**src/verilog/g729SeqPkg.sv**
```systemverilog
`default_nettype none

package g729SeqPkg;

	//////////////////////////////////////////////////////////////////////
	// Processing units
	//////////////////////////////////////////////////////////////////////

	// Value is the bit position in unitStart and unitDone
	typedef enum logic [4:0]
	{
		UNIT_AUTOCORR,
		UNIT_LAG,
		UNIT_LEVINSON,
		UNIT_AZ,
		UNIT_QUA_LSP,
		UNIT_INT_LPC,
		UNIT_INT_QLPC,
		UNIT_MATH1,
		UNIT_PERC_VAR,
		UNIT_WEIGHT_AZ,
		UNIT_RESIDU,
		UNIT_SYN_FILT,
		UNIT_PITCH_OL,
		UNIT_MATH2,
		UNIT_MATH3,
		UNIT_PITCH_FR3,
		UNIT_ENC_LAG3,
		UNIT_PARITY_PITCH,
		UNIT_PRED_LT3,
		UNIT_CONVOLVE,
		UNIT_G_PITCH,
		UNIT_TEST_ERR,
		UNIT_MATH4,
		UNIT_ACELP,
		UNIT_MATH5,
		UNIT_CORR_XY2,
		UNIT_QUA_GAIN,
		UNIT_MATH6,
		UNIT_UPDATE_EXC,
		UNIT_MATH7,
		UNIT_COPY,
		UNIT_PRM2BITS
	} unitType;

	localparam int UNIT_COUNT = UNIT_PRM2BITS + 1;	// Width of start and done vectors

	//////////////////////////////////////////////////////////////////////
	// Step program
	//////////////////////////////////////////////////////////////////////

	typedef logic [5:0] stepType;	// Also the math mux select

	localparam stepType FRAME_FIRST = 6'd0;	// Autocorrelation
	localparam stepType FRAME_LAST = 6'd18;	// Math2
	localparam stepType SUB_FIRST = 6'd19;	// Start of subframe body
	localparam stepType SUB_LAST = 6'd44;
	localparam stepType PARITY_STEP = 6'd31;	// First subframe only
	localparam stepType CLOSE_FIRST = 6'd45;	// Three copies, then bit packing
	localparam stepType CLOSE_LAST = 6'd48;

	// Subframe loop bounds in samples
	localparam logic [7:0] L_FRAME = 8'd80;
	localparam logic [7:0] L_SUBFR = 8'd40;

	//////////////////////////////////////////////////////////////////////
	// Frame gate and controller
	//////////////////////////////////////////////////////////////////////

	localparam int FRAMES_PER_WINDOW = 2;	// Arrival pulses per analysis window
	localparam int GATE_COUNT_WIDTH = $clog2(FRAMES_PER_WINDOW + 1);

	typedef enum logic [2:0]
	{
		SEQ_IDLE,
		SEQ_WAIT_FRAME,	// Armed, waiting for frameReady
		SEQ_ISSUE,	// One-cycle unit start
		SEQ_WAIT_DONE,
		SEQ_FINISH	// One-cycle done
	} seqStateType;

endpackage

`default_nettype wire

```
**src/verilog/frameGate.sv**
```systemverilog
`timescale 1ns/100ps
`default_nettype none

module frameGate
(
	input logic clock,
	input logic reset,
	input logic start,
	input logic frameDone,
	output logic frameReady
);

	logic armed;	// Set once by start, held until reset
	logic [g729SeqPkg::GATE_COUNT_WIDTH-1:0] frameCount;

	always_ff @(posedge clock)
	begin
		if (reset)
		begin
			armed <= 1'b0;
			frameCount <= '0;
			frameReady <= 1'b0;
		end
		else
		begin
			frameReady <= 1'b0;	// Single-cycle pulse
			if (!armed)
				armed <= start;
			else if (frameDone)
			begin
				// Last pulse of the window wraps the count
				if (frameCount == g729SeqPkg::GATE_COUNT_WIDTH'(g729SeqPkg::FRAMES_PER_WINDOW - 1))
				begin
					frameCount <= '0;
					frameReady <= 1'b1;
				end
				else
					frameCount <= frameCount + 1'b1;
			end
		end
	end

endmodule

`default_nettype wire

```
**src/verilog/stepProgram.sv**
```systemverilog
`timescale 1ns/100ps
`default_nettype none

module stepProgram
(
	input g729SeqPkg::stepType step,
	output g729SeqPkg::unitType unit
);

	always_comb
	begin
		case (step)
			//////////////////////////////////////////////////////////////////////
			// Frame analysis
			//////////////////////////////////////////////////////////////////////
			6'd0: unit = g729SeqPkg::UNIT_AUTOCORR;
			6'd1: unit = g729SeqPkg::UNIT_LAG;
			6'd2: unit = g729SeqPkg::UNIT_LEVINSON;
			6'd3: unit = g729SeqPkg::UNIT_AZ;
			6'd4: unit = g729SeqPkg::UNIT_QUA_LSP;
			6'd5: unit = g729SeqPkg::UNIT_INT_LPC;
			6'd6: unit = g729SeqPkg::UNIT_INT_QLPC;
			6'd7: unit = g729SeqPkg::UNIT_MATH1;
			6'd8: unit = g729SeqPkg::UNIT_PERC_VAR;
			6'd9: unit = g729SeqPkg::UNIT_WEIGHT_AZ;	// First subframe weights
			6'd10: unit = g729SeqPkg::UNIT_WEIGHT_AZ;
			6'd11: unit = g729SeqPkg::UNIT_RESIDU;
			6'd12: unit = g729SeqPkg::UNIT_SYN_FILT;
			6'd13: unit = g729SeqPkg::UNIT_WEIGHT_AZ;	// Second subframe weights
			6'd14: unit = g729SeqPkg::UNIT_WEIGHT_AZ;
			6'd15: unit = g729SeqPkg::UNIT_RESIDU;
			6'd16: unit = g729SeqPkg::UNIT_SYN_FILT;
			6'd17: unit = g729SeqPkg::UNIT_PITCH_OL;	// Open-loop pitch
			6'd18: unit = g729SeqPkg::UNIT_MATH2;	// T0 search range

			//////////////////////////////////////////////////////////////////////
			// Subframe body
			//////////////////////////////////////////////////////////////////////
			6'd19: unit = g729SeqPkg::UNIT_WEIGHT_AZ;
			6'd20: unit = g729SeqPkg::UNIT_WEIGHT_AZ;
			6'd21: unit = g729SeqPkg::UNIT_MATH3;
			6'd22: unit = g729SeqPkg::UNIT_SYN_FILT;	// Impulse response
			6'd23: unit = g729SeqPkg::UNIT_SYN_FILT;
			6'd24: unit = g729SeqPkg::UNIT_RESIDU;	// Target signal
			6'd25: unit = g729SeqPkg::UNIT_SYN_FILT;
			6'd26: unit = g729SeqPkg::UNIT_RESIDU;
			6'd27: unit = g729SeqPkg::UNIT_SYN_FILT;
			6'd28: unit = g729SeqPkg::UNIT_PITCH_FR3;	// Closed-loop pitch
			6'd29: unit = g729SeqPkg::UNIT_ENC_LAG3;
			6'd30: unit = g729SeqPkg::UNIT_MATH2;	// Updates T0 range for next subframe
			6'd31: unit = g729SeqPkg::UNIT_PARITY_PITCH;	// Skipped after subframe 0
			6'd32: unit = g729SeqPkg::UNIT_PRED_LT3;
			6'd33: unit = g729SeqPkg::UNIT_CONVOLVE;
			6'd34: unit = g729SeqPkg::UNIT_G_PITCH;
			6'd35: unit = g729SeqPkg::UNIT_TEST_ERR;
			6'd36: unit = g729SeqPkg::UNIT_MATH4;
			6'd37: unit = g729SeqPkg::UNIT_ACELP;	// Fixed codebook
			6'd38: unit = g729SeqPkg::UNIT_MATH5;
			6'd39: unit = g729SeqPkg::UNIT_CORR_XY2;
			6'd40: unit = g729SeqPkg::UNIT_QUA_GAIN;
			6'd41: unit = g729SeqPkg::UNIT_MATH6;
			6'd42: unit = g729SeqPkg::UNIT_UPDATE_EXC;
			6'd43: unit = g729SeqPkg::UNIT_SYN_FILT;	// Filter memory update
			6'd44: unit = g729SeqPkg::UNIT_MATH7;

			//////////////////////////////////////////////////////////////////////
			// Frame close
			//////////////////////////////////////////////////////////////////////
			6'd45: unit = g729SeqPkg::UNIT_COPY;
			6'd46: unit = g729SeqPkg::UNIT_COPY;
			6'd47: unit = g729SeqPkg::UNIT_COPY;
			6'd48: unit = g729SeqPkg::UNIT_PRM2BITS;	// Bit packing

			// Steps past the program are never issued
			default: unit = g729SeqPkg::UNIT_AUTOCORR;
		endcase
	end

endmodule

`default_nettype wire

```
**src/verilog/stepController.sv**
```systemverilog
`timescale 1ns/100ps
`default_nettype none

module stepController
(
	input logic clock,
	input logic reset,
	input logic start,
	input logic divErr,
	input logic frameReady,
	input logic unitFinished,
	output g729SeqPkg::stepType step,
	output logic issue,
	output logic done
);

	g729SeqPkg::seqStateType state;
	logic [7:0] subIndex;	// First sample of current subframe
	logic [7:0] nextSubIndex;
	logic skipParity;

	assign nextSubIndex = subIndex + g729SeqPkg::L_SUBFR;

	// Parity pitch belongs to the first subframe only
	assign skipParity = (step == g729SeqPkg::stepType'(g729SeqPkg::PARITY_STEP - 6'd1))
		&& (subIndex != 8'd0);

	// Both strobes decode the registered state
	assign issue = (state == g729SeqPkg::SEQ_ISSUE);
	assign done = (state == g729SeqPkg::SEQ_FINISH);

	//////////////////////////////////////////////////////////////////////
	// Sequencing FSM
	//////////////////////////////////////////////////////////////////////

	always_ff @(posedge clock)
	begin
		if (reset)
		begin
			state <= g729SeqPkg::SEQ_IDLE;
			step <= g729SeqPkg::FRAME_FIRST;
			subIndex <= 8'd0;
		end
		else if (divErr)
			state <= g729SeqPkg::SEQ_IDLE;	// Abort returns to idle at once
		else
		begin
			case (state)
				g729SeqPkg::SEQ_IDLE:
				begin
					if (start)
						state <= g729SeqPkg::SEQ_WAIT_FRAME;
				end

				g729SeqPkg::SEQ_WAIT_FRAME:
				begin
					if (frameReady)
					begin
						step <= g729SeqPkg::FRAME_FIRST;
						subIndex <= 8'd0;
						state <= g729SeqPkg::SEQ_ISSUE;
					end
				end

				g729SeqPkg::SEQ_ISSUE:
				begin
					state <= g729SeqPkg::SEQ_WAIT_DONE;
				end

				g729SeqPkg::SEQ_WAIT_DONE:
				begin
					// No limit on how long a unit may take
					if (unitFinished)
					begin
						if (step == g729SeqPkg::CLOSE_LAST)
							state <= g729SeqPkg::SEQ_FINISH;
						else
						begin
							state <= g729SeqPkg::SEQ_ISSUE;
							if (step == g729SeqPkg::FRAME_LAST)
								step <= g729SeqPkg::SUB_FIRST;	// Enter subframe loop
							else if (step == g729SeqPkg::SUB_LAST)
							begin
								subIndex <= nextSubIndex;
								if (nextSubIndex < g729SeqPkg::L_FRAME)
									step <= g729SeqPkg::SUB_FIRST;	// Next subframe
								else
									step <= g729SeqPkg::CLOSE_FIRST;
							end
							else if (skipParity)
								step <= g729SeqPkg::stepType'(g729SeqPkg::PARITY_STEP + 6'd1);
							else
								step <= step + 6'd1;
						end
					end
				end

				g729SeqPkg::SEQ_FINISH:
				begin
					// Gate stays armed, so the next window can follow directly
					if (start)
						state <= g729SeqPkg::SEQ_WAIT_FRAME;
					else
						state <= g729SeqPkg::SEQ_IDLE;
				end

				default:
				begin
					state <= g729SeqPkg::SEQ_IDLE;
				end
			endcase
		end
	end

endmodule

`default_nettype wire

```
**src/verilog/unitPort.sv**
```systemverilog
`timescale 1ns/100ps
`default_nettype none

module unitPort
(
	input g729SeqPkg::unitType unit,
	input logic issue,
	input logic [g729SeqPkg::UNIT_COUNT-1:0] unitDone,
	output logic [g729SeqPkg::UNIT_COUNT-1:0] unitStart,
	output logic unitFinished
);

	//////////////////////////////////////////////////////////////////////
	// Start decode
	//////////////////////////////////////////////////////////////////////

	// One-hot on the unit's bit, all zero when not issuing
	always_comb
	begin
		unitStart = {{(g729SeqPkg::UNIT_COUNT - 1){1'b0}}, issue} << unit;
	end

	//////////////////////////////////////////////////////////////////////
	// Done select
	//////////////////////////////////////////////////////////////////////

	// Done bits of the other units are dropped here
	always_comb
	begin
		unitFinished = unitDone[unit];
	end

endmodule

`default_nettype wire

```
**src/verilog/encoderSequencer.sv**
```systemverilog
`timescale 1ns/100ps
`default_nettype none

module encoderSequencer
(
	input logic clock,
	input logic reset,
	input logic start,
	input logic frameDone,
	input logic divErr,
	input logic [g729SeqPkg::UNIT_COUNT-1:0] unitDone,
	output logic [g729SeqPkg::UNIT_COUNT-1:0] unitStart,
	output g729SeqPkg::stepType mathMuxSel,
	output logic done
);

	logic frameReady;
	g729SeqPkg::stepType step;
	g729SeqPkg::unitType unit;
	logic issue;
	logic unitFinished;

	assign mathMuxSel = step;	// Mux select tracks the step number

	frameGate i_frameGate
	(
		.clock(clock),
		.reset(reset),
		.start(start),
		.frameDone(frameDone),
		.frameReady(frameReady)
	);

	stepController i_stepController
	(
		.clock(clock),
		.reset(reset),
		.start(start),
		.divErr(divErr),
		.frameReady(frameReady),
		.unitFinished(unitFinished),
		.step(step),
		.issue(issue),
		.done(done)
	);

	stepProgram i_stepProgram
	(
		.step(step),
		.unit(unit)
	);

	unitPort i_unitPort
	(
		.unit(unit),
		.issue(issue),
		.unitDone(unitDone),
		.unitStart(unitStart),
		.unitFinished(unitFinished)
	);

endmodule

`default_nettype wire

```
**config.mk**
```make
export PLATFORM = sky130hd
export DESIGN_NAME = encoderSequencer
export DESIGN_NICKNAME = d
export VERILOG_FILES = /design/src/verilog/g729SeqPkg.sv /design/src/verilog/frameGate.sv /design/src/verilog/stepProgram.sv /design/src/verilog/stepController.sv /design/src/verilog/unitPort.sv /design/src/verilog/encoderSequencer.sv
export SDC_FILE = /design/constraint.sdc
export NUM_CORES = 1
export LEC_CHECK = 0
export BUFFER_PORTS_ARGS = -buffer_cell sky130_fd_sc_hd__buf_4
export CORE_MARGIN = 3
export CORE_UTILIZATION = 33
export CTS_CLUSTER_DIAMETER = 30
export DETAILED_ROUTE_END_ITERATION = 16
export GPL_TIMING_DRIVEN = 0
export PLACE_DENSITY_LB_ADDON = 0.25
export SETUP_SLACK_MARGIN = 0.3
export SLEW_MARGIN = 20
export SYNTH_ARGS = -nofsm -noshare
export SYNTH_HDL_FRONTEND = slang
export SYNTH_SLANG_ARGS = --single-unit
export TNS_END_PERCENT = 1
```
**constraint.sdc**
```tcl
create_clock -name clock -period 3.14 [get_ports clock]
set_input_delay 0.471 -clock clock [delete_from_list [all_inputs] [get_ports clock]]
set_output_delay 0.471 -clock clock [all_outputs]
set_load 0.03 [all_outputs]
```
## After elaboration in Yosys (flattened, before gate mapping)

Memories as Yosys holds them, arrays and structs flattened. A register that Yosys moved wholly into a read port is not among the register bits.
Index checks and enable logic that the tools add are counted.

- Bitwise gates (word level): 3
- $add $sub $neg: 3
- Reduce and logical (&&, ||, !) cells: 10
- Shift operators: 1
- Equal/unequal tests: 15
- Multiplexer cells: 27
- Magnitude comparators: 2

Operators by type and width:

| cell | count |
|---|---|
| $mux 6 | 9 |
| $mux 8 | 5 |
| $shl 1x5->32 | 1 |
| $pmux 8 s2 | 1 |
| $pmux 3 s5 | 1 |
| $eq 6x5->1 const B | 2 |
| $eq 6x6->1 const B | 2 |
| $mux 3 | 4 |
| $pmux 6 s2 | 1 |
| $add 8x6->8 const B | 1 |
| $lt 8x7->1 const B | 1 |
| $ne 2x2->1 const B | 4 |
| $reduce_bool 8->1 | 1 |
| $reduce_and 7->1 | 1 |
| $add 6x1->6 const B | 1 |
| $eq 3x2->1 const B | 2 |
| $lt 5x6->1 const B | 1 |
| $bmux 1 s5 | 1 |
| $reduce_and 5->1 | 1 |
| $mux 1 | 4 |
| $ne 2x1->1 const B | 2 |
| $eq 3x1->1 const B | 1 |
| $eq 3x3->1 const B | 1 |
| $logic_not 3->1 | 1 |
| other kinds (10) | 12 |

- Input bits: 37
- Word-level logic and storage cells: 68
- Register bits: 21
- Memory bits (read-only): 320
- Output and inout bits: 39
- Memories kept: 1

Memories:

| name | words | width | rd ports | clocked after Yosys merged registers in | write ports | RTL line | source |
|---|---|---|---|---|---|---|---|
| (name not given) | 64 | 5 | 1 | 1 | 0 | stepProgram.sv:12 | `case (step)` |

## Logic depth before layout (Yosys ltp)

Gate-level depths: netlist (run 1).

- Depth in word-level cells: 10
- Mapped depth: 15
- Mapped depth without buffers: 15

## By module

Synthesis (run 1) repeated with hierarchy kept, for this count alone.

- Cell total of the unflattened synthesis: 293
- Area, all modules: 2158.3 um^2

By module, submodules not included:

| module | seq. area each (um^2) | instances | area an instance (um^2) | cells an instance |
|---|---|---|---|---|
| stepController | 280.3 | 1 | 978.4 | 122 |
| unitPort | 0.0 | 1 | 558.0 | 91 |
| stepProgram | 0.0 | 1 | 489.2 | 68 |
| frameGate | 80.1 | 1 | 132.6 | 12 |

## Worst setup path before layout (run 1)

No wires, ideal clock.

- Kind: reg-to-reg
- From: reg i_stepProgram.unit[0] (netlist name)
- To: reg i_stepProgram.unit[1] (netlist name)
- Data arrival time: 3.295 ns
- Period minus slack after synthesis: 3.374 ns
- Data required time: 3.061 ns
- Path slack: -0.234 ns
- Path buffers: 1
- Cell stages (with the launch flop): 13
- Setup time: 0.079 ns
- Cell sequence: dfxtp_1 buf_6 mux4_2 mux2_2 a221oi_2 nor3_2 mux2i_1 nor2_1 inv_1 ha_1 o41ai_1 o2bb2ai_1 o211ai_1

- Cells in the longest elaborated chain, start to end: 6

Ends and longest elaborated chain:

| item | RTL line | source |
|---|---|---|
| $bmux 1 s5 | unitPort.sv:30 | `unitFinished = unitDone[unit];` |
| $mux 1 (implied by the code) | unitPort.sv:30 |  |
| $ne 2x1->1 (no line) | -- |  |
| $reduce_and 5->1 (no line) | -- |  |
| $mux 6 (no line) (2 in a row) | -- |  |

No other way between the ends. The select of a mux whose other input is x is not followed.
A chain may end at the register's enable or synchronous reset.

## Worst setup path in the final report (run 1)

- From: reg i_stepProgram.unit[0] (netlist name)
- To: reg i_stepProgram.unit[0] (netlist name)

- Cells in the longest elaborated chain, start to end: 6

Ends and longest elaborated chain:

| item | RTL line |
|---|---|
| $bmux 1 s5 | unitPort.sv:30 |
| $mux 1 (implied by the code) | unitPort.sv:30 |
| $ne 2x1->1 (no line) | -- |
| $reduce_and 5->1 (no line) | -- |
| $mux 6 (no line) (2 in a row) | -- |

No other way between the ends. The select of a mux whose other input is x is not followed.

==> metrics, run 1 <==
Setup WS pre-CTS=-0.303 ns; P_leak=1.21 nW; Yosys top cell by area=dfxtp_1; Ant. Diodes=0; Port Buffers=74; Critical Path, Cell by Cell=buf_8, mux4_2, mux2_4, a221oi_4, nor3_4, and3_4, or2_1, buf_6, mux2_4, mux2_4, a311oi_2; Mapped Cells=294; commonest non-fill, non-tap cell in the layout=buf_4; dpl hpwl=5.10 mm; Max Cap Violations=0; Most used DFF post-synth=dfxtp_1; slowest CP cell=mux4_2; unrepaired setup endpoints after global routing=true; Worst Hold Class=in -> reg; Setup Viol. Count Final=3; Wirelength per Cell=14.8 um; Clock Path Buffers=2; worst path arrival time=3.42 ns; outcome=complete, but fails checks; Area contributors post-synth=dfxtp_1, nor2_1, ha_1; routed wire length=6.74 mm; antenna violations before repair=0; router iterations before antenna repair=4; CP endpoint kind=register; #FFs+latches synth=23; synth unique cells=60; register area share after synthesis=20.7%; nets=427; die width=88.1 um; Initial Utilization=34.6%; Worst-Skew Late Latency=0.27 ns; slowest stage delay, CP=0.51 ns; Core ar.=6420 sq um; Avg Synthesized Cell Area=7.56 sq um; clock-pin slew on the worst setup and hold paths=0.09 ns; EDFF count, synth=0; final setup skew=0.00643 ns; vias in the first global route=2275; maximum vdd drop=0.117 mV; post-synth top area share=20.7%; vias=2493; placed cell area=2970 sq um; CP Launch Type=register; pin count of the biggest net entering global routing=14; total track usage=16.8%; hold buffers post-CTS=0; Final Max Tran Viols=0; commonest cells after routing, fill and taps aside=buf_4, nor2_1, nor3_1, dfxtp_1, nand2_1; Final min period=3.25 ns; CP max FO=7; first-pass GRT wire length=10.6 mm; layout cells sized above 1=33.7%; initial DRC count=99; clk sinks=23; Post-Syn Nets=343; Critical Path RT=3.31 ns; # rows=29; depth of the worst register-to-register path=11; pwr dens=174 nW/um^2; CTS tree=done; FFs w/ async S/R, synth=0%; worst rel slew slack=61.6%; CP Class=reg -> reg; CP dominant cell by count=mux2_4; die height=88.1 um; global route overflow=0; cts bufs inserted=3; worst slew pin tran=0.576 ns; H-tree depth=1; Remaining DRCs=0; area added between synthesis and finish=42.4%; RD Place Congestion=0.849; Final Hold Viols=0; die footprint=7760 sq um; Tcrit/Tclk final=103%; Worst Path Buf+Inv=2; Hold Path Depth=2; Post-Syn Area=2220 sq um; design area=3170 sq um; fmax=308 MHz; Via density=5.49; cell class contributing the biggest share of worst-path delay=multiplexers; # IOs=76; Worst Slack Setup Final=-0.110 ns; root buffer cell=clkbuf_8; Routed Antenna Nets=0; failing checks=negative setup slack; CP Depth=11; yosys warns=0
==> kinds of logic (layout without fill, tap and decap cells) <==
| group | after synthesis | in the layout | share of synthesized area [%] |
|---|---|---|---|
| buffers and inverters | 35 | 118 | 6.30 |
| adder cells (fa/ha/maj) | 12 | 12 | 6.75 |
| flip-flops | 23 | 23 | 20.7 |
| AO/OA/AOI/OAI | 60 | 60 | 20.0 |
| AND/OR/NAND/NOR | 139 | 139 | 31.6 |
| multiplexers | 19 | 19 | 12.3 |
| XOR/XNOR | 6 | 6 | 2.36 |
==> per-stage QoR <==
| step | power (mW) | instances | utilization [%] | setup TNS (ns) | hold WS, ns |
|---|---|---|---|---|---|
| after floorplan | 0.329 | 294 | - | 0 | 0.399 |
| after global placement | 0.368 | 445 | 46.2 | -0.880 | 0.425 |
| after detailed placement | 0.369 | 445 | 46.2 | -1.12 | 0.424 |
| after CTS | 0.553 | 453 | 48.7 | -0.326 | 0.381 |
| after global routing | 0.569 | 454 | 49.3 | -0.811 | 0.386 |
| final | 0.550 | 454 | 49.3 | -0.176 | 0.385 |
==> timing repair <==
| item | CTS | global route |
|---|---|---|
| endpoints found under the setup margin | 12 | 10 |
| buffers inserted | 3 | 1 |
| gates resized for setup | 14 | 8 |
| endpoints found under the hold margin | 0 | 0 |
| pin swaps | 6 | 5 |
| gates cloned | 1 | 0 |
==> worst register-to-register path, stage by stage (launching register included) <==
cell	delay [ns]
dfxtp_4	0.39
buf_8	0.13
mux4_2	0.51
mux2_4	0.30
a221oi_4	0.34
nor3_4	0.13
and3_4	0.21
or2_1	0.24
buf_6	0.14
mux2_4	0.29
mux2_4	0.26
a311oi_2	0.22
==> where the power goes <==
part	switching [mW]	internal, mW
clock network	0.0984	0.0887
logic	0.0259	0.0411
registers	0.00217	0.293
==> cell type report <==
| cell class | instances | area [sq um] |
|---|---|---|
| timing repair buffer | 79 | 618 |
| clock inverter | 1 | 5.00 |
| multi-input combinational | 236 | 1770 |
| buffer | 22 | 115 |
| clock buffer | 3 | 41.3 |
| fill | 633 | 3260 |
| inverter | 13 | 51.3 |
| sequential | 23 | 465 |
| tap | 77 | 96.3 |
==> synthesized netlist by cell type, types with 2 or more instances <==
| library cell | count |
|---|---|
| xor2_1 | 3 |
| mux2i_1 | 7 |
| o21ai_1 | 3 |
| a21oi_1 | 12 |
| xnor2_1 | 3 |
| nor2_1 | 45 |
| nor4b_1 | 3 |
| mux2_2 | 5 |
| a211o_1 | 4 |
| or3_1 | 5 |
| nand2_1 | 18 |
| o21ai_0 | 7 |
| a221oi_1 | 2 |
| inv_2 | 2 |
| o211ai_1 | 4 |
| nor2b_1 | 3 |
| nand3b_1 | 4 |
| nor3_1 | 22 |
| nand2b_1 | 5 |
| or2_1 | 3 |
| and2_1 | 4 |
| ha_1 | 12 |
| a31oi_1 | 4 |
| inv_1 | 11 |
| a211oi_1 | 3 |
| dfxtp_1 | 23 |
| nand4_1 | 2 |
| mux4_2 | 6 |
| a311oi_1 | 3 |
| nand3_1 | 11 |
| clkbuf_1 | 19 |
| nor4_1 | 7 |
| a22oi_1 | 2 |
==> routing by layer <==
metal	GRT usage [%]	wire length, um	vias up
li1	-	-	1250
met1	22.5	3000	1134
met2	27.8	3060	103
met3	2.92	618	6
met4	4.53	53	0
met5	0	0	-
==> state kept, by name, summed over array words and instances, names as in the netlist <==
register / cells
i_stepProgram.unit: 5
i_frameGate.armed: 1
i_stepController.step: 6
i_frameGate.frameReady: 1
i_stepController.state: 3
i_frameGate.frameCount: 2
i_stepController.subIndex: 5
==> path summary, 6_finish.rpt <==
check / from / to / slack [ns]
min: divErr / i_stepController.state[0] / 0.38
min reg2reg: i_frameGate.frameCount[1] / i_frameGate.frameReady / 0.44
max: i_stepProgram.unit[0] / i_stepProgram.unit[0] / -0.11
max reg2reg: i_stepProgram.unit[0] / i_stepProgram.unit[0] / -0.11
Power figures use the tool's default switching activity.
==> run 2: changes to the inputs <==
--- a/config.mk
+++ b/config.mk
@@ -5,6 +5,7 @@
 export SDC_FILE = /design/constraint.sdc
 export NUM_CORES = 1
 export LEC_CHECK = 0
+export ABC_AREA = 1
 export BUFFER_PORTS_ARGS = -buffer_cell sky130_fd_sc_hd__buf_4
 export CORE_MARGIN = 3
 export CORE_UTILIZATION = 33
==> run 2 against run 1 <==
Net effect: the run now ends clean; setup slack better by 0.59 ns; combinational power grew to 3.9 times the previous value; non-clock buffer count decreased by 5; synthesized cell count rose by 37%; sequential share of layout area fell by 0.17 points; global-route usage down 1.2 points; power up 41%; die area is 5.2% higher; largest cell class unchanged.
==> metrics, run 2 <==
outcome=finished clean; Core ar.=6830 sq um; pin count of the biggest net entering global routing=14; Final Max Tran Viols=0; depth of the worst register-to-register path=18; Tcrit/Tclk final=84.6%; Fill cells=755; pwr dens=243 nW/um^2; Critical Path RT=3.31 ns; Final TNS setup=0 ns; Most flops, register=i_stepController.step; maximum vdd drop=0.291 mV; Initial Utilization=34.4%; hold buffers post-CTS=0; total track usage=15.6%; clock-pin slew on the worst setup and hold paths=0.09 ns; fmax=376 MHz; commonest non-fill, non-tap cell in the layout=nand2_1; Routed Antenna Nets=0; Final Hold Viols=0; Yosys top cell by area=dfxtp_1; max reg flops=6; R2R setup slack=0.48 ns; vias in the first global route=2480; yosys warns=0; Endpoint, Worst Hold=i_frameGate.armed; Setup Viol. Count Final=0; synth unique cells=37; area of the multi-input gates=1600 sq um; Remaining DRCs=0; Post-Syn Nets=453; most common cell in the synthesized netlist=nand2_1; register area share after synthesis=19.6%; layout cells sized above 1=26.8%; Hold Startpoint=start; CP Class=reg -> reg; Final min period=2.66 ns; H-tree depth=1; vias=2769; worst slew pin tran=0.508 ns; EDFF count, synth=0; routed wire length=6.77 mm; Max Cap Violations=0; dpl hpwl=5.16 mm; cts bufs inserted=3; die footprint=8160 sq um; P_leak=1.72 nW; Area contributors post-synth=dfxtp_1, nand2_1, nand3_1; RD Place Congestion=0.844; # IOs=76; Placed Instances=575; Avg Synthesized Cell Area=5.81 sq um; router iterations before antenna repair=4; FFs w/ async S/R, synth=0%; nets=542; die width=90.3 um; Ant. Diodes=0; area added between synthesis and finish=35.8%; Reg2Reg Launch Point=i_stepController.step[0]; Critical Path, Cell by Cell=inv_1, ha_1, nand2_1, nor2_1, nand3_2, nand2_2, nor4b_4, buf_4, nand2_4, nand2_1, nand3_4, ha_1, nand2_1, o21ai_1, nand2_1, nand2_1, nand3_1, nand2_1; initial DRC count=128; # rows=30; root buffer cell=clkbuf_8; commonest cells after routing, fill and taps aside=nand2_1, buf_4, nand3_1, nor2_1, inv_1; slowest CP cell=dfxtp_2; Clock Path Buffers=2; first-pass GRT wire length=11.0 mm; slowest stage delay, CP=0.35 ns; Sequential Area=463 sq um; CP Launch Type=register; CP max FO=6; Via density=4.71; Hold Path Depth=3; worst rel slew slack=65.9%; antenna violations before repair=0; clk sinks=23; most common library cells after synthesis=nand2_1, nand3_1, nor2_1, inv_1, dfxtp_1; global route overflow=0; Post-Syn Area=2350 sq um; post-synth top area share=19.6%; Worst Hold Class=in -> reg; Most used DFF post-synth=dfxtp_1; unrepaired setup endpoints after global routing=true; Mapped Cells=404; die height=90.3 um; FF-to-FF End=i_stepProgram.unit[0]; CP endpoint kind=register; CTS tree=done; CP dominant cell by count=nand2_1; #FFs+latches synth=23; final setup skew=0.00533 ns; final non-filler cell total=588; Worst-Skew Late Latency=0.27 ns; Wirelength per Cell=11.5 um; worst path arrival time=2.82 ns; Port Buffers=75
-- run 2: worst max-delay path: cells and delay by family (launching register included) --
family                     cells  cell delay, ns
and+or+nand+nor               13            1.33
adders and majority gates      2            0.55
DFF                            1            0.35
buffers and inverters          2            0.27
AOI/OAI and AO/OA              1            0.07
-- run 2: repair_timing --
action | CTS | global route
resized for setup | 3 | 11
pin swaps | 1 | 1
setup buffers | 2 | 7
endpoints found under the setup margin | 4 | 5
-- run 2: report_power, final --
part / switching [mW] / leakage (nW) / internal (mW)
clock: 0.105 / 0.0255 / 0.0889
combinational: 0.154 / 1.51 / 0.108
sequential: 0.0125 / 0.188 / 0.306
-- run 2: metal layers --
metal | vias to the layer above | share of wire, % | track usage, %
met2 | 73 | 47 | 26.2
met5 | - | 0 | 0
met1 | 1230 | 47 | 20.6
met3 | 8 | 4.6 | 3.25
met4 | 0 | 0.78 | 3.06
li1 | 1458 | - | -
-- run 2: worst max-delay path by stage --
| stage | start | slack [ns] | to | depth (start not counted) |
|---|---|---|---|---|
| finish | i_stepController.step[0] | 0.48 | i_stepProgram.unit[0] | 18 |
| CTS | i_stepController.step[0] | 0.30 | i_stepProgram.unit[0] | 20 |
| global placement | i_stepController.step[0] | 0.14 | i_stepProgram.unit[2] | 18 |
| detailed placement | i_stepController.step[0] | 0.14 | i_stepProgram.unit[2] | 18 |
| floorplan | i_stepController.step[0] | 0.36 | i_stepProgram.unit[2] | 18 |
| global route | i_stepController.step[0] | 0.28 | i_stepProgram.unit[0] | 20 |
-- run 2: logic make-up (layout without fill, tap and decap cells) --
kind of cell / after synthesis / in the layout / synth area share (%)
adder cells (fa/ha/maj): 12 / 12 / 6.40
AND/OR/NAND/NOR: 251 / 251 / 48.7
buffers and inverters: 76 / 164 / 13.9
AO/OA/AOI/OAI: 37 / 37 / 9.54
flip-flops: 23 / 23 / 19.6
XOR/XNOR: 5 / 5 / 1.87
-- run 2: metrics by stage --
step	total power, mW	setup slack [ns]	cell area [sq um]	util [%]	hold WS [ns]
5_1_grt	0.823	0.277	3190	46.6	0.415
4_1_cts	0.772	0.302	3100	45.4	0.409
3_5_place_dp	0.573	0.137	3030	44.4	0.421
3_3_place_gp	0.571	0.137	3030	44.4	0.414
6_report	0.773	0.484	3190	46.6	0.415
2_1_floorplan	0.492	0.361	2350	-	0.398
-- run 2: final cells by class --
cell class                      instances  share of cell area [%]
Clock buffer                            3                    1.30
Sequential cell                        23                    14.5
Buffer                                 12                    2.59
Multi-Input combinational cell        305                    50.1
Clock inverter                          1                   0.157
Timing Repair Buffer                   84                    19.8
Tap cell                               96                    3.77
Inverter                               64                    7.77
==> run 3: changes to the inputs <==
==> constraint.sdc (replaced) <==
create_clock -name clock -period 2.4 [get_ports clock]
set_input_delay 0.36 -clock clock [delete_from_list [all_inputs] [get_ports clock]]
set_output_delay 0.36 -clock clock [all_outputs]
set_load 0.03 [all_outputs]
==> run 3 against run 2 <==
Net effect: the run now ends with negative setup slack left; non-clock buffer count increased by 19; cell count increased by 3.4%; register-to-register slack got worse by 0.51 ns; die area unchanged; clock power increased by 26%; sequential power increased by 32%.
==> metrics, run 3 (synthesized netlist as in run 2, its figures left out) <==
outcome=complete, but fails checks; failing checks=negative setup slack; nets=562; Worst-Skew Late Latency=0.27 ns; Hold Slack=0.310 ns; Via density=4.74; CP Class=reg -> reg; Initial Utilization=34.4%; total track usage=17.1%; CTS tree=done; Reg2Reg Launch Point=i_stepController.step[1]; Final min period=2.42 ns; Setup Viol. Count Final=3; P_leak=1.85 nW; Critical Path RT=2.56 ns; # IOs=76; Final Hold Viols=0; Hold Path Depth=2; Overall Power=1.05 mW; Core ar.=6830 sq um; cts bufs inserted=3; Routed Antenna Nets=0; max reg flops=6; die height=90.3 um; R2R setup slack=-0.02 ns; # rows=30; Max Cap Violations=0; RD Place Congestion=0.844; die width=90.3 um; commonest non-fill, non-tap cell in the layout=nand2_1; Wirelength per Cell=12.1 um; Tcrit/Tclk final=101%; worst rel slew slack=65.7%; Fill cells=668; Port Buffers=75; worst slew pin tran=0.511 ns; Most flops, register=i_stepController.step; fmax=413 MHz; root buffer cell=clkbuf_8; CP Launch Type=register; commonest cells after routing, fill and taps aside=nand2_1, buf_4, nand3_1, nor2_1, inv_1; die footprint=8160 sq um; Clock Path Buffers=2; depth of the worst register-to-register path=17; vias=2883; unrepaired setup endpoints after global routing=true; pin count of the biggest net entering global routing=13; router iterations before antenna repair=5; Worst Hold Class=in -> reg; initial DRC count=192; CP endpoint kind=register; pwr dens=294 nW/um^2; H-tree depth=1; Hold Startpoint=reset; dpl hpwl=5.24 mm; Endpoint, Worst Hold=i_frameGate.armed; FF-to-FF End=i_stepProgram.unit[2]; first-pass GRT wire length=12.0 mm; final setup skew=0.00774 ns; clk sinks=23; routed wire length=7.33 mm; vias in the first global route=2683; maximum vdd drop=0.188 mV; Final Max Tran Viols=0; Remaining DRCs=0; antenna violations before repair=0; Ant. Diodes=0; area added between synthesis and finish=51.7%; worst path arrival time=2.59 ns; Worst Slack Setup Final=-0.0242 ns; clock-pin slew on the worst setup and hold paths=0.08 ns; global route overflow=0; CP max FO=6; layout cells sized above 1=35.2%
## run 3: changes by cell type in the layout (fill, tap and decap cells not counted), sizes merged
cell / previous run / this run
clkbuf: 7 / 10
buf: 92 / 109
clkinv: 5 / 3
clkinvlp: 0 / 2
## run 3: final cells by class
cell class | count | area, sq um | share of cell area [%]
sequential | 23 | 472 | 13.2
inverter | 64 | 267 | 7.48
buffer | 12 | 91.3 | 2.57
timing repair buffer | 103 | 807 | 22.7
multi-input combinational | 305 | 1750 | 49.3
tap | 96 | 120 | 3.37
clock buffer | 4 | 45.0 | 1.26
timing repair inverter | 1 | 5.00 | 0.141
## run 3: critical path, stage by stage, from the launching register on
cell     delay (ns)
dfxtp_4        0.36
inv_4          0.04
ha_4           0.15
nand2_4        0.08
nor2_1         0.04
nand3_1        0.12
nand2_2        0.10
nor4b_4        0.23
buf_6          0.18
nand2_8        0.09
nand2_4        0.07
nand3_4        0.13
buf_4          0.19
ha_1           0.19
nor2_1         0.13
a21oi_2        0.07
nor2_1         0.11
a21oi_2        0.04
## run 3: worst max path at each step
stage / startpoint / end / slack [ns]
global route: i_stepProgram.unit[1] / i_stepProgram.unit[1] / -0.21
detailed placement: i_stepController.step[0] / i_stepProgram.unit[0] / -0.27
floorplan: i_stepController.step[0] / i_stepProgram.unit[0] / -0.06
CTS: i_stepController.state[0] / i_stepProgram.unit[2] / 0.02
global placement: i_stepController.step[1] / i_stepProgram.unit[1] / -0.25
finish: i_stepController.step[1] / i_stepProgram.unit[2] / -0.02
## run 3: stage by stage
step / setup WS [ns] / TNS, ns / util [%] / cell area (sq um) / cells
after floorplan: -0.0599 / -0.159 / - / 2450 / 404
after global placement: -0.250 / -0.991 / 45.8 / 3130 / 575
after global routing: -0.211 / -0.836 / 52.1 / 3560 / 608
after detailed placement: -0.269 / -1.06 / 45.8 / 3130 / 575
after CTS: 0.0163 / 0 / 50.7 / 3460 / 606
final: -0.0242 / -0.0600 / 52.1 / 3560 / 608
## run 3: metal layers
layer	part of all wire [%]	vias to the layer above	GRT usage, %
met2	50	78	31.0
met3	4.7	7	2.83
met5	0	-	0
met1	44	1301	20.8
met4	1.2	0	4.21
li1	-	1497	-
## run 3: power by group
group / internal (mW) / total, mW / switching, mW
registers: 0.399 / 0.419 / 0.0197
logic: 0.164 / 0.385 / 0.221
clock network: 0.119 / 0.243 / 0.124
## run 3: timing repair
item                                    in CTS  in global routing
hold buffers                                 0                  0
endpoints found under the setup margin      11                 50
pin swaps                                   13                  8
gates resized for setup                     26                 26
gates cloned                                 1                  1
setup buffers                               26                  1
